==> src/design/clock_pkg.sv <==
`default_nettype none

package clock_pkg;

	// --------------------------------------------------
	// field layout
	// --------------------------------------------------
	localparam int NUM_FIELDS = 3;	// seconds, minutes, hours

	// wide enough for 0..59
	typedef logic [5:0] time_val_t;

	// last value of each field, indexed like pos_e
	localparam time_val_t FIELD_MAX [NUM_FIELDS] = '{
		6'd59,	// seconds
		6'd59,	// minutes
		6'd23	// hours
	};

	// --------------------------------------------------
	// controller state
	// --------------------------------------------------
	typedef enum logic [1:0] {
		MODE_CLOCK,	// normal running
		MODE_SETUP,	// clock stopped, set steps time
		MODE_ALARM	// alarm shown, set steps alarm
	} mode_e;

	// value doubles as the field index
	typedef enum logic [1:0] {
		POS_SEC,
		POS_MIN,
		POS_HR
	} pos_e;

endpackage

`default_nettype wire

==> src/design/seg_pkg.sv <==
`default_nettype none

package seg_pkg;

	localparam int NUM_DIGITS = 6;

	typedef logic [3:0] bcd_t;	// one decimal digit
	typedef logic [6:0] seg_t;	// {a, b, c, d, e, f, g}, 1 lights the segment
	typedef logic [5:0] enb_t;	// digit enables, active low

	// --------------------------------------------------
	// segment patterns for 0..9
	// --------------------------------------------------
	localparam seg_t SEG_CODE [10] = '{
		7'b111_1110,	// 0
		7'b011_0000,	// 1
		7'b110_1101,	// 2
		7'b111_1001,	// 3
		7'b011_0011,	// 4
		7'b101_1011,	// 5
		7'b101_1111,	// 6
		7'b111_0000,	// 7
		7'b111_1111,	// 8
		7'b111_0011	// 9
	};

	localparam seg_t SEG_BLANK = 7'b000_0000;

endpackage

`default_nettype wire

==> src/design/field_if.sv <==
`default_nettype none

// one per time field, set strobes in and values out
interface field_if;

	logic                 set_time;	// step the time counter once
	logic                 set_alarm;	// step the alarm counter once
	clock_pkg::time_val_t time_val;
	clock_pkg::time_val_t alarm_val;
	logic                 match;	// time equals alarm

	modport ctrl (
		output set_time,
		output set_alarm,
		input  match
	);

	modport field (
		input  set_time,
		input  set_alarm,
		output time_val,
		output alarm_val,
		output match
	);

	modport disp (
		input time_val,
		input alarm_val
	);

endinterface

`default_nettype wire

==> src/design/tick_gen.sv <==
`default_nettype none

module tick_gen #(
	parameter int P_CLK_PER_SEC    = 50_000_000,
	parameter int P_CLK_PER_SCAN   = 5_000,
	parameter int P_CLK_PER_SAMPLE = 500_000
) (
	input  wire  clk,
	input  wire  rst_n,
	output logic o_sec_tick,
	output logic o_scan_tick,
	output logic o_sample_tick,
	output logic o_blink_on
);

	// divider period for each rate, the last one is the blink quarter second
	function automatic int unsigned tick_period(input int idx);
		case (idx)
			0:       return P_CLK_PER_SEC;
			1:       return P_CLK_PER_SCAN;
			2:       return P_CLK_PER_SAMPLE;
			default: return (P_CLK_PER_SEC >= 4) ? P_CLK_PER_SEC / 4 : 1;
		endcase
	endfunction

	wire [3:0] tick;	// sec, scan, sample, blink

	// --------------------------------------------------
	// down-counters, pulse on reload
	// --------------------------------------------------
	for (genvar g = 0; g < 4; g++) begin : g_div
		logic [31:0] cnt;
		logic        tick_q;

		always_ff @(posedge clk or negedge rst_n) begin
			if (!rst_n) begin
				cnt    <= 32'(tick_period(g) - 1);
				tick_q <= 1'b0;
			end else if (cnt == '0) begin
				cnt    <= 32'(tick_period(g) - 1);
				tick_q <= 1'b1;
			end else begin
				cnt    <= cnt - 1'b1;
				tick_q <= 1'b0;
			end
		end

		assign tick[g] = tick_q;
	end

	// blink phase, starts lit
	always_ff @(posedge clk or negedge rst_n) begin
		if (!rst_n) begin
			o_blink_on <= 1'b1;
		end else if (tick[3]) begin
			o_blink_on <= ~o_blink_on;
		end
	end

	assign o_sec_tick    = tick[0];
	assign o_scan_tick   = tick[1];
	assign o_sample_tick = tick[2];

endmodule

`default_nettype wire

==> src/design/mode_ctrl.sv <==
`default_nettype none

module mode_ctrl import clock_pkg::*; (
	input  wire   clk,
	input  wire   rst_n,
	input  wire   i_sample_tick,
	input  wire   i_mode_btn,
	input  wire   i_pos_btn,
	input  wire   i_set_btn,
	input  wire   i_alarm_btn,
	output mode_e o_mode,
	output pos_e  o_pos,
	output logic  o_run,
	output logic  o_alarm,
	field_if.ctrl fld [NUM_FIELDS]
);

	logic [3:0]            btn_raw;
	logic [3:0]            btn_smp;	// level seen at the last sample tick
	logic [3:0]            press_q;
	logic                  mode_press;
	logic                  pos_press;
	logic                  set_press;
	logic                  alarm_press;
	logic                  alarm_en;
	logic [NUM_FIELDS-1:0] set_time_q;
	logic [NUM_FIELDS-1:0] set_alarm_q;
	logic [NUM_FIELDS-1:0] match;

	// --------------------------------------------------
	// button sampling and rising edge detect
	// --------------------------------------------------
	assign btn_raw = {i_alarm_btn, i_set_btn, i_pos_btn, i_mode_btn};

	// a button must be held over two sample ticks to be seen reliably
	always_ff @(posedge clk or negedge rst_n) begin
		if (!rst_n) begin
			btn_smp <= '0;
			press_q <= '0;
		end else if (i_sample_tick) begin
			btn_smp <= btn_raw;
			press_q <= btn_raw & ~btn_smp;	// high now, low last time
		end else begin
			press_q <= '0;
		end
	end

	assign {alarm_press, set_press, pos_press, mode_press} = press_q;

	// --------------------------------------------------
	// mode and position
	// --------------------------------------------------
	always_ff @(posedge clk or negedge rst_n) begin
		if (!rst_n) begin
			o_mode <= MODE_CLOCK;
		end else if (mode_press) begin
			case (o_mode)
				MODE_CLOCK: o_mode <= MODE_SETUP;
				MODE_SETUP: o_mode <= MODE_ALARM;
				default:    o_mode <= MODE_CLOCK;
			endcase
		end
	end

	always_ff @(posedge clk or negedge rst_n) begin
		if (!rst_n) begin
			o_pos <= POS_SEC;
		end else if (pos_press) begin
			case (o_pos)
				POS_SEC: o_pos <= POS_MIN;
				POS_MIN: o_pos <= POS_HR;
				default: o_pos <= POS_SEC;
			endcase
		end
	end

	assign o_run = (o_mode != MODE_SETUP);	// time stops only in setup

	// set strobes, one cycle each, to the selected field
	always_ff @(posedge clk or negedge rst_n) begin
		if (!rst_n) begin
			set_time_q  <= '0;
			set_alarm_q <= '0;
		end else begin
			set_time_q  <= '0;
			set_alarm_q <= '0;
			if (set_press && o_mode == MODE_SETUP)
				set_time_q[o_pos] <= 1'b1;
			if (set_press && o_mode == MODE_ALARM)
				set_alarm_q[o_pos] <= 1'b1;
		end
	end

	// --------------------------------------------------
	// alarm enable and latch
	// --------------------------------------------------
	always_ff @(posedge clk or negedge rst_n) begin
		if (!rst_n) begin
			alarm_en <= 1'b0;
			o_alarm  <= 1'b0;
		end else begin
			if (alarm_press)
				alarm_en <= ~alarm_en;
			o_alarm <= alarm_en & (o_alarm | (&match));	// hold until disabled
		end
	end

	for (genvar g = 0; g < NUM_FIELDS; g++) begin : g_fld
		assign fld[g].set_time  = set_time_q[g];
		assign fld[g].set_alarm = set_alarm_q[g];
		assign match[g]         = fld[g].match;
	end

	// only one counter in the whole clock may be stepped by hand per cycle
	a_one_set: assert property (@(posedge clk) disable iff (!rst_n)
		$onehot0({set_time_q, set_alarm_q}));

endmodule

`default_nettype wire

==> src/design/time_field.sv <==
`default_nettype none

module time_field import clock_pkg::*; #(
	parameter int P_INDEX = 0
) (
	input  wire    clk,
	input  wire    rst_n,
	input  wire    i_step,
	input  wire    i_run,
	output logic   o_carry,
	field_if.field fld
);

	time_val_t time_q;
	time_val_t alarm_q;
	logic      run_step;

	// next count with wrap after this field's limit
	function automatic time_val_t next_val(input time_val_t v);
		return (v >= FIELD_MAX[P_INDEX]) ? '0 : v + 1'b1;
	endfunction

	assign run_step = i_step & i_run;
	assign o_carry  = run_step && (time_q == FIELD_MAX[P_INDEX]);	// hand set never carries

	// --------------------------------------------------
	// time and alarm counters
	// --------------------------------------------------
	always_ff @(posedge clk or negedge rst_n) begin
		if (!rst_n) begin
			time_q <= '0;
		end else if (run_step || fld.set_time) begin
			time_q <= next_val(time_q);
		end
	end

	always_ff @(posedge clk or negedge rst_n) begin
		if (!rst_n) begin
			alarm_q <= '0;
		end else if (fld.set_alarm) begin
			alarm_q <= next_val(alarm_q);
		end
	end

	assign fld.time_val  = time_q;
	assign fld.alarm_val = alarm_q;
	assign fld.match     = (time_q == alarm_q);

	// both counters stay inside the field range, through carries and hand sets
	a_in_range: assert property (@(posedge clk) disable iff (!rst_n)
		(time_q <= FIELD_MAX[P_INDEX]) && (alarm_q <= FIELD_MAX[P_INDEX]));

endmodule

`default_nettype wire

==> src/design/display_scan.sv <==
`default_nettype none

module display_scan import clock_pkg::*, seg_pkg::*; (
	input  wire        clk,
	input  wire        rst_n,
	input  wire        i_scan_tick,
	input  wire        i_blink_on,
	input  wire mode_e i_mode,
	input  wire pos_e  i_pos,
	output seg_t       o_seg,
	output enb_t       o_seg_enb,
	field_if.disp      fld [NUM_FIELDS]
);

	logic [2:0] dig_q;	// digit being driven, 0..5
	logic [1:0] fld_sel;
	time_val_t  shown [NUM_FIELDS];
	time_val_t  val;
	bcd_t       ones;
	bcd_t       tens;
	bcd_t       digit;
	logic       blank;

	// --------------------------------------------------
	// digit scan counter
	// --------------------------------------------------
	always_ff @(posedge clk or negedge rst_n) begin
		if (!rst_n) begin
			dig_q <= '0;
		end else if (i_scan_tick) begin
			if (dig_q == 3'(NUM_DIGITS - 1))
				dig_q <= '0;
			else
				dig_q <= dig_q + 1'b1;
		end
	end

	// alarm mode shows the alarm setting
	for (genvar g = 0; g < NUM_FIELDS; g++) begin : g_val
		assign shown[g] = (i_mode == MODE_ALARM) ? fld[g].alarm_val : fld[g].time_val;
	end

	// --------------------------------------------------
	// digit select and BCD split
	// --------------------------------------------------
	assign fld_sel = dig_q[2:1];	// two digits per field
	assign val     = shown[fld_sel];
	assign ones    = bcd_t'(val % 10);
	assign tens    = bcd_t'(val / 10);
	assign digit   = dig_q[0] ? tens : ones;	// odd digit is the tens

	// selected field flashes while being set
	assign blank = (i_mode != MODE_CLOCK) && !i_blink_on && (fld_sel == i_pos);

	// --------------------------------------------------
	// segment decode and enable
	// --------------------------------------------------
	always_comb begin
		if (blank)
			o_seg = SEG_BLANK;
		else
			o_seg = SEG_CODE[digit];
	end

	assign o_seg_enb = ~(enb_t'(1) << dig_q);

	// scanning never lights two digits or none
	a_one_digit: assert property (@(posedge clk) disable iff (!rst_n)
		$onehot(~o_seg_enb));

endmodule

`default_nettype wire

==> src/design/clock_top.sv <==
`default_nettype none

module clock_top import clock_pkg::*, seg_pkg::*; #(
	parameter int P_CLK_PER_SEC    = 50_000_000,
	parameter int P_CLK_PER_SCAN   = 5_000,
	parameter int P_CLK_PER_SAMPLE = 500_000
) (
	input  wire  clk,
	input  wire  rst_n,
	input  wire  i_mode_btn,
	input  wire  i_pos_btn,
	input  wire  i_set_btn,
	input  wire  i_alarm_btn,
	output seg_t o_seg,
	output enb_t o_seg_enb,
	output logic o_alarm
);

	logic                 sec_tick;
	logic                 scan_tick;
	logic                 sample_tick;
	logic                 blink_on;
	mode_e                mode;
	pos_e                 pos;
	logic                 run;
	wire [NUM_FIELDS-1:0] carry;
	wire [NUM_FIELDS-1:0] step;

	field_if fld_bus [NUM_FIELDS] ();

	tick_gen #(
		.P_CLK_PER_SEC    (P_CLK_PER_SEC),
		.P_CLK_PER_SCAN   (P_CLK_PER_SCAN),
		.P_CLK_PER_SAMPLE (P_CLK_PER_SAMPLE)
	) u_tick_gen (
		.clk           (clk),
		.rst_n         (rst_n),
		.o_sec_tick    (sec_tick),
		.o_scan_tick   (scan_tick),
		.o_sample_tick (sample_tick),
		.o_blink_on    (blink_on)
	);

	mode_ctrl u_mode_ctrl (
		.clk           (clk),
		.rst_n         (rst_n),
		.i_sample_tick (sample_tick),
		.i_mode_btn    (i_mode_btn),
		.i_pos_btn     (i_pos_btn),
		.i_set_btn     (i_set_btn),
		.i_alarm_btn   (i_alarm_btn),
		.o_mode        (mode),
		.o_pos         (pos),
		.o_run         (run),
		.o_alarm       (o_alarm),
		.fld           (fld_bus)
	);

	// --------------------------------------------------
	// seconds step on the tick, the rest on the carry below
	// --------------------------------------------------
	assign step = {carry[NUM_FIELDS-2:0], sec_tick};

	for (genvar g = 0; g < NUM_FIELDS; g++) begin : g_field
		time_field #(
			.P_INDEX (g)
		) u_time_field (
			.clk     (clk),
			.rst_n   (rst_n),
			.i_step  (step[g]),
			.i_run   (run),
			.o_carry (carry[g]),
			.fld     (fld_bus[g])
		);
	end

	display_scan u_display_scan (
		.clk         (clk),
		.rst_n       (rst_n),
		.i_scan_tick (scan_tick),
		.i_blink_on  (blink_on),
		.i_mode      (mode),
		.i_pos       (pos),
		.o_seg       (o_seg),
		.o_seg_enb   (o_seg_enb),
		.fld         (fld_bus)
	);

endmodule

`default_nettype wire

==> config.mk <==
export PLATFORM = sky130hd
export DESIGN_NAME = clock_top
export DESIGN_NICKNAME = d
export VERILOG_FILES = /design/src/design/clock_pkg.sv /design/src/design/seg_pkg.sv /design/src/design/field_if.sv /design/src/design/tick_gen.sv /design/src/design/mode_ctrl.sv /design/src/design/time_field.sv /design/src/design/display_scan.sv /design/src/design/clock_top.sv
export SDC_FILE = /design/constraint.sdc
export NUM_CORES = 1
export LEC_CHECK = 0
export ABC_CLOCK_PERIOD_IN_PS = 13900
export BUFFER_PORTS_ARGS = -buffer_cell sky130_fd_sc_hd__buf_2
export CAP_MARGIN = 10
export CORE_UTILIZATION = 40
export DETAILED_ROUTE_END_ITERATION = 8
export GPL_ROUTABILITY_DRIVEN = 0
export SYNTH_ARGS = -nofsm -noshare
export SYNTH_HDL_FRONTEND = slang
export SYNTH_SLANG_ARGS = --single-unit
export TNS_END_PERCENT = 30
==> constraint.sdc <==
create_clock -name clk -period 13.9 [get_ports clk]
set_input_delay 1.39 -clock clk [delete_from_list [all_inputs] [get_ports clk]]
set_output_delay 1.39 -clock clk [all_outputs]
set_load 0.02 [all_outputs]
==> results of run 1 <==
[state kept, by name, indices dropped and copies added, names as in the netlist, 2 cells and up]
| name | cells |
|---|---|
| u_mode_ctrl.o_mode | 2 |
| u_mode_ctrl.set_alarm_q | 3 |
| g_field.u_time_field.fld.time_val | 18 |
| u_mode_ctrl.btn_smp | 4 |
| u_display_scan.dig_q | 3 |
| u_tick_gen.g_div.cnt | 128 |
| u_mode_ctrl.press_q | 4 |
| u_mode_ctrl.o_pos | 2 |
| u_mode_ctrl.set_time_q | 3 |
| g_field.u_time_field.fld.alarm_val | 18 |
[critical path, cell delays in order (launching register included)]
cell and delay [ns]:
dfrtp_1 0.42, nor2b_1 0.12, buf_4 0.26, mux4_2 0.55, o2bb2ai_2 0.20, inv_2 0.17
ha_1 0.17, inv_1 0.04, ha_1 0.28, nor2b_1 0.27, nand2b_1 0.14, o32ai_1 0.25
a211oi_1 0.10, a221o_1 0.34, o211a_2 0.32, xnor2_1 0.13, o21ai_0 0.38, inv_1 0.15
ha_1 0.22, mux2_4 0.25, a21oi_1 0.13, buf_2 0.17
[power groups by stage]
stage	Clock (mW)	Combinational (mW)	Sequential, mW
after floorplan	0	0.00145	0.571
after global placement	0	0.0146	0.571
after detailed placement	0	0.0147	0.571
after CTS	0.517	0.0148	0.561
after global routing	0.538	0.0164	0.561
final	0.503	0.0136	0.561
[Yosys cell counts, drive strengths merged, types with 9 or more instances]
library cell and number:
nor2 123, or2 9, dfrtp 139, ha 24
xor2 48, nor2b 11, nand2 119, a21oi 34
mux2i 17, or3 27, nand3 43, nor3 45
buf 9, nor4 33, nand4 12, inv 38
clkbuf 20, dfstp 53, or4 10, o21ai 62
xnor2 64
[routing by layer]
| metal | up-vias | wire length, microns | part of all wire (%) |
|---|---|---|---|
| li1 | 3671 | - | - |
| met1 | 3495 | 9810 | 52 |
| met2 | 78 | 8630 | 45 |
| met3 | 11 | 410 | 2.2 |
| met4 | 0 | 131 | 0.69 |
| met5 | - | 0 | 0 |
[how the worst max path moves through the flow]
stage | start | to | slack [ns]
floorplan | u_mode_ctrl.o_mode[0] | o_seg[6] | 7.92
global route | u_mode_ctrl.o_mode[0] | o_seg[6] | 6.59
finish | u_mode_ctrl.o_mode[0] | o_seg[6] | 7.01
global placement | u_mode_ctrl.o_mode[0] | o_seg[6] | 7.55
CTS | u_mode_ctrl.o_mode[0] | o_seg[6] | 7.00
detailed placement | u_mode_ctrl.o_mode[0] | o_seg[6] | 7.46
[logic make-up after synthesis]
group	after synthesis	synth area share (%)
compound gates	153	9.60
xor+xnor	112	9.79
fa+ha+maj	26	3.20
buf+inv	69	2.91
flops	192	48.6
mux	29	3.53
simple gates	465	22.4
[cell type report]
class | count | area (sq um) | area share (%)
inverters | 40 | 150 | 1.36
flip-flops and latches | 192 | 4870 | 44.1
clock buffers | 17 | 425 | 3.85
well taps | 324 | 405 | 3.67
repair buffers | 23 | 134 | 1.21
clock inverters | 15 | 188 | 1.70
multi-input cells | 785 | 4860 | 44.1
[stage by stage]
step / hold slack (ns) / std cells / util, % / cell area [sq um]
5_1_grt: 0.428 / 1396 / 45.1 / 11000
2_1_floorplan: 0.382 / 1046 / - / 10000
6_report: 0.400 / 1396 / 45.1 / 11000
3_5_place_dp: 0.393 / 1364 / 42.6 / 10400
4_1_cts: 0.404 / 1396 / 45.1 / 11000
3_3_place_gp: 0.384 / 1364 / 42.6 / 10400
==> results.json, run 1 <==
{
  "cts_tree": "built",
  "cts.root.buffer_cell": "clkbuf_16",
  "dp_slack_ns": 7.46,
  "finalCritPeriodShare_pct": 49.6,
  "synth.largest_area_cell": "dfrtp_1",
  "synthFlopType": "dfrtp_1",
  "yosys-top-cells-area": "dfrtp_1 (35%), dfstp_2 (14%), xnor2_1 (5.6%)",
  "min_path_type": "reg2reg",
  "arrival_ns": 5.50,
  "hold_end": "u_tick_gen.o_blink_on",
  "htreeDepth": 4,
  "hold_depth": 1,
  "p_int_mw": 0.823,
  "power_mw": 1.08,
  "worst-setup-path-type": "reg2out",
  "min_period_ns": 6.89,
  "io_buffer_count": 19,
  "final_max_slew_viol_count": 0,
  "fp.dieH_microns": 160,
  "via_per_inst": 5.20,
  "fp.dieW_microns": 160,
  "drc": 0,
  "wl_microns": 19000,
  "cts_made_buffers": 17,
  "hold_violations": 0,
  "tightest_slew_ns": 0.950,
  "rr_worst_depth": 7,
  "drtIter0Drc": 418,
  "synthToLayoutAreaGrowth_pct": 10.1,
  "timing.rr.end": "u_tick_gen.g_div[3].cnt[16]",
  "critPathLaunchType": "register",
  "drive_above_1_share_pct": 12.9,
  "drtPass1Iterations": 4,
  "final_cell_mix": "dfrtp_1 (139), nor2_1 (121), nand2_1 (119), xnor2_1 (64), o21ai_0 (60)",
  "seqPwrFrac_pct": 52.1,
  "switching_share_pct": 23.6,
  "start_util_pct": 41.0,
  "fin_skew_ns": 0.0108,
  "rsz0062_at_grt": "false",
  "top_usage_layer": "met2",
  "leakage_nw": 4.71,
  "power_density_nw_per_um2": 97.6,
  "grt_use_met2_pct": 24.6,
  "synth_top_area_share_pct": 34.7,
  "setup_tns_ns": 0,
  "grtUsageMet1_pct": 22.8,
  "p_switching_mw": 0.254,
  "grt_overflow": 0,
  "rows": 57,
  "num-fill-cells": 2322,
  "r2r_setup_slack_ns": 10.63,
  "syn_area_sq_um": 10000,
  "synthArstFlopShare_pct": 100,
  "grt_util_all_layers_pct": 15.7,
  "antenna_found_initial": 0,
  "crit_required_ns": 12.51,
  "syn_avg_cell_area_sq_um": 9.58,
  "antennaDiodeCount": 0,
  "final_common_cell": "dfrtp_1",
  "dp_hpwl_microns": 12900,
  "p_clk_share_pct": 46.7,
  "end_kind": "primary output",
  "pwr-share-comb_pct": 1.3,
  "status": "completed",
  "cts_resized": 0,
  "io_pins": 20,
  "maxCapViolCount": 0,
  "syn_nets": 1076,
  "fin_nets": 1089,
  "yosysUniqueCellTypes": 68,
  "clk_pin_slew_worst_paths_ns": 0.07,
  "hold_start": "u_tick_gen.g_div[3].tick_q",
  "synth-edff-count": 0,
  "post-cts-setup-buffer-count": 0,
  "wl_per_cell_microns": 13.6,
  "cts_max_path_buffers": 2,
  "dieArea_sq_um": 25700,
  "setup_viol": 0,
  "synth_seq_cells": 192,
  "worstPathMaxFanout": 15,
  "seq_area_frac_synth_pct": 48.6,
  "worstSkewPairLatency_ns": 0.43,
  "grt_use_met3_pct": 2.79,
  "postRouteAntennaNets": 0,
  "syn_inst": 1046,
  "vias": 7255,
  "clock_sinks": 192,
  "cts_hold_buffers": 0,
  "worstReg2RegStart": "u_tick_gen.g_div[3].cnt[14]",
  "core_area_sq_um": 24500,
  "max_freq_ghz": 0.145,
  "grt_first_pass_wirelength_microns": 33600,
  "grt_max_degree": 76,
  "relSlewSlack_pct": 36.1,
  "worst_slack_ns": 7.01,
  "ir_drop_mv": 0.0910,
  "grt_pass1_vias": 6902,
  "yosysWarningCount": 0
}
Note: power is estimated with default switching activity, not from simulation.
==> inputs of run 2 (changes only) <==
--- a/config.mk
+++ b/config.mk
@@ -5,7 +5,8 @@
 export SDC_FILE = /design/constraint.sdc
 export NUM_CORES = 1
 export LEC_CHECK = 0
-export ABC_CLOCK_PERIOD_IN_PS = 13900
+export ABC_AREA = 1
+export ABC_CLOCK_PERIOD_IN_PS = 6700
 export BUFFER_PORTS_ARGS = -buffer_cell sky130_fd_sc_hd__buf_2
 export CAP_MARGIN = 10
 export CORE_UTILIZATION = 40
==> constraint.sdc (replaced) <==
create_clock -name clk -period 6.7 [get_ports clk]
set_input_delay 0.67 -clock clk [delete_from_list [all_inputs] [get_ports clk]]
set_output_delay 0.67 -clock clk [all_outputs]
set_load 0.02 [all_outputs]
==> results.json, run 2 <==
{
  "cp_slowest_cell": "dfrtp_1",
  "grt_util_all_layers_pct": 18.3,
  "wl_microns": 23800,
  "largest_reg_flops": 128,
  "synth-simple-area-share_pct": 31.1,
  "synth.largest_area_cell": "dfrtp_1",
  "grt_max_degree": 75,
  "dp_hpwl_microns": 17700,
  "min_path_type": "in2async",
  "relSlewSlack_pct": 19.8,
  "final_cell_mix": "nor2_1 (228), nand2_1 (224), inv_1 (207), dfrtp_1 (139), nand3_1 (96)",
  "clock_sinks": 192,
  "status": "completed",
  "tightest_slew_ns": 1.17,
  "via_per_inst": 5.05,
  "ir_drop_mv": 0.159,
  "dieArea_sq_um": 27800,
  "min_period_ns": 4.57,
  "worstPathCellList": "inv_2 -> nand2_1 -> nand3_1 -> nand3_1 -> nand2_2 -> ha_1 -> inv_1 -> ha_1 -> inv_1 -> a21oi_2 -> nor2_4 -> nand2_4 -> nor2_2 -> nor2_4 -> nand3_4 -> nand2_1 -> nand3_1 -> nand2_1 -> inv_1 -> ha_1 -> nand4_1 -> nand2_1 -> nor2_1 -> buf_2",
  "final_common_cell": "nor2_1",
  "cts_resized": 0,
  "cts_tree": "built",
  "critPathLaunchType": "register",
  "fp.dieW_microns": 167,
  "io_buffer_count": 19,
  "hold_violations": 0,
  "syn_inst": 1396,
  "wl_per_cell_microns": 13.4,
  "clk_pin_slew_worst_paths_ns": 0.08,
  "io_pins": 20,
  "synthArstFlopShare_pct": 100,
  "postRouteAntennaNets": 0,
  "yosysWarningCount": 0,
  "core_area_sq_um": 26400,
  "holdWs_ns": 0.224,
  "num-fill-cells": 2657,
  "fin_skew_ns": 0.0120,
  "dp_slack_ns": 2.59,
  "htreeDepth": 4,
  "postLayoutCoreUtil_pct": 45.4,
  "cts.root.buffer_cell": "clkbuf_16",
  "drc": 0,
  "worst_slack_ns": 2.13,
  "synth-compound-area-share_pct": 9.57,
  "rsz0062_at_grt": "false",
  "worstPathMaxFanout": 17,
  "antennaDiodeCount": 0,
  "drive_above_1_share_pct": 12.9,
  "worstSkewPairLatency_ns": 0.44,
  "synth_mux_area_share_pct": 0,
  "maxCapViolCount": 0,
  "yosysUniqueCellTypes": 51,
  "synth_top_area_share_pct": 32.0,
  "final_max_slew_viol_count": 0,
  "max_freq_ghz": 0.219,
  "grt_overflow": 0,
  "synth_commonest_cells": "nor2_1 (228), nand2_1 (224), inv_1 (207), dfrtp_1 (139), nand3_1 (96)",
  "yosys-top-cells-area": "dfrtp_1 (32%), dfstp_2 (13%), nor2_1 (7.9%)",
  "critical_path.max_stage_delay_ns": 0.52,
  "syn_nets": 1426,
  "rows": 59,
  "syn_area_sq_um": 10900,
  "post-cts-setup-buffer-count": 0,
  "finalCritPeriodShare_pct": 68.2,
  "synth-edff-count": 0,
  "setup_tns_ns": 0,
  "power_mw": 2.23,
  "drtIter0Drc": 632,
  "regMostFlops": "u_tick_gen.g_div.cnt",
  "seq_area_frac_synth_pct": 44.8,
  "synthFlopType": "dfrtp_1",
  "vias": 8957,
  "synth_adder_area_share_pct": 2.76,
  "arrival_ns": 3.90,
  "cts_hold_buffers": 0,
  "end_kind": "primary output",
  "fp.dieH_microns": 167,
  "timing.critical_path.mode_cell": "nand2_1",
  "grt_first_pass_wirelength_microns": 41900,
  "synthToLayoutAreaGrowth_pct": 10.1,
  "cts_max_path_buffers": 2,
  "fin_nets": 1456,
  "power_density_nw_per_um2": 187,
  "start_util_pct": 41.3,
  "worst-setup-path-type": "reg2out",
  "grt_pass1_vias": 8791,
  "antenna_found_initial": 0,
  "synth_seq_cells": 192,
  "leakage_nw": 5.67,
  "drtPass1Iterations": 5,
  "syn_avg_cell_area_sq_um": 7.79,
  "setup_viol": 0,
  "synth_top_family_by_area": "simple AND/OR/NAND/NOR gates",
  "cts_made_buffers": 17,
  "synth_xor_area_share_pct": 3.62,
  "crit_required_ns": 6.03,
  "synth.most_common_cell": "nor2_1"
}
run 2: cell types whose count changed after synthesis, sizes merged, moves of 37 or more:
cell	previous run	this run
a21oi	34	71
inv	38	218
nand2	119	243
nand3	43	107
nor2	123	243
xnor2	64	10
run 2: kinds of logic after synthesis:
| group | Yosys count |
|---|---|
| AOI/OAI and AO/OA | 184 |
| xor gates and xnor gates | 45 |
| adders and majority gates | 24 |
| buffers and inverters | 231 |
| DFF | 192 |
| and+or+nand+nor | 720 |
run 2: metrics by stage:
step | cells | cell area, sq um
CTS | 1774 | 12000
floorplan | 1396 | 10900
global placement | 1742 | 11400
global route | 1774 | 12000
finish | 1774 | 12000
detailed placement | 1742 | 11400
run 2: where the power goes:
group | switching (mW) | internal, mW
clock | 0.512 | 0.535
sequential | 0.000604 | 1.16
combinational | 0.0236 | 0.00264
run 2: final cells by class:
class                      count  area (sq um)  share of cell area, %
multi-input combinational    973          5120                   42.8
sequential                   192          4870                   40.7
inverter                     219           822                   6.87
clock buffer                  17           425                   3.55
tap                          335           419                   3.50
clock inverter                15           176                   1.47
timing repair buffer          23           134                   1.12
run 2: worst max-delay path, delay by kind of cell (launching register included):
family | cells | cell delay [ns]
DFF | 1 | 0.52
buffers and inverters | 5 | 0.61
and+or+nand+nor | 15 | 1.42
adders and majority gates | 3 | 0.71
AOI/OAI and AO/OA | 1 | 0.20
run 2: path summary, 6_finish.rpt:
check                                      startpoint                     endpoint  slack, ns  cells after the start
max reg2reg                u_tick_gen.g_div[3].cnt[0]  u_tick_gen.g_div[3].cnt[30]       3.78                     15
max                           u_display_scan.dig_q[1]                     o_seg[3]       2.13                     24
max in group asynchronous                       rst_n  u_tick_gen.g_div[2].cnt[10]       5.24                      2
min in group clk           u_tick_gen.g_div[3].tick_q        u_tick_gen.o_blink_on       0.40                      1
min reg2reg                u_tick_gen.g_div[3].tick_q        u_tick_gen.o_blink_on       0.40                      1
min                                             rst_n  u_tick_gen.g_div[1].cnt[22]       0.22                      1
run 2: layer usage:
layer,vias up,wire [microns],GRT usage (%)
met3,18,770,2.45
met2,132,10800,29.3
met5,-,0,0
met1,4190,12000,25.8
met4,0,265,4.99
li1,4617,-,-
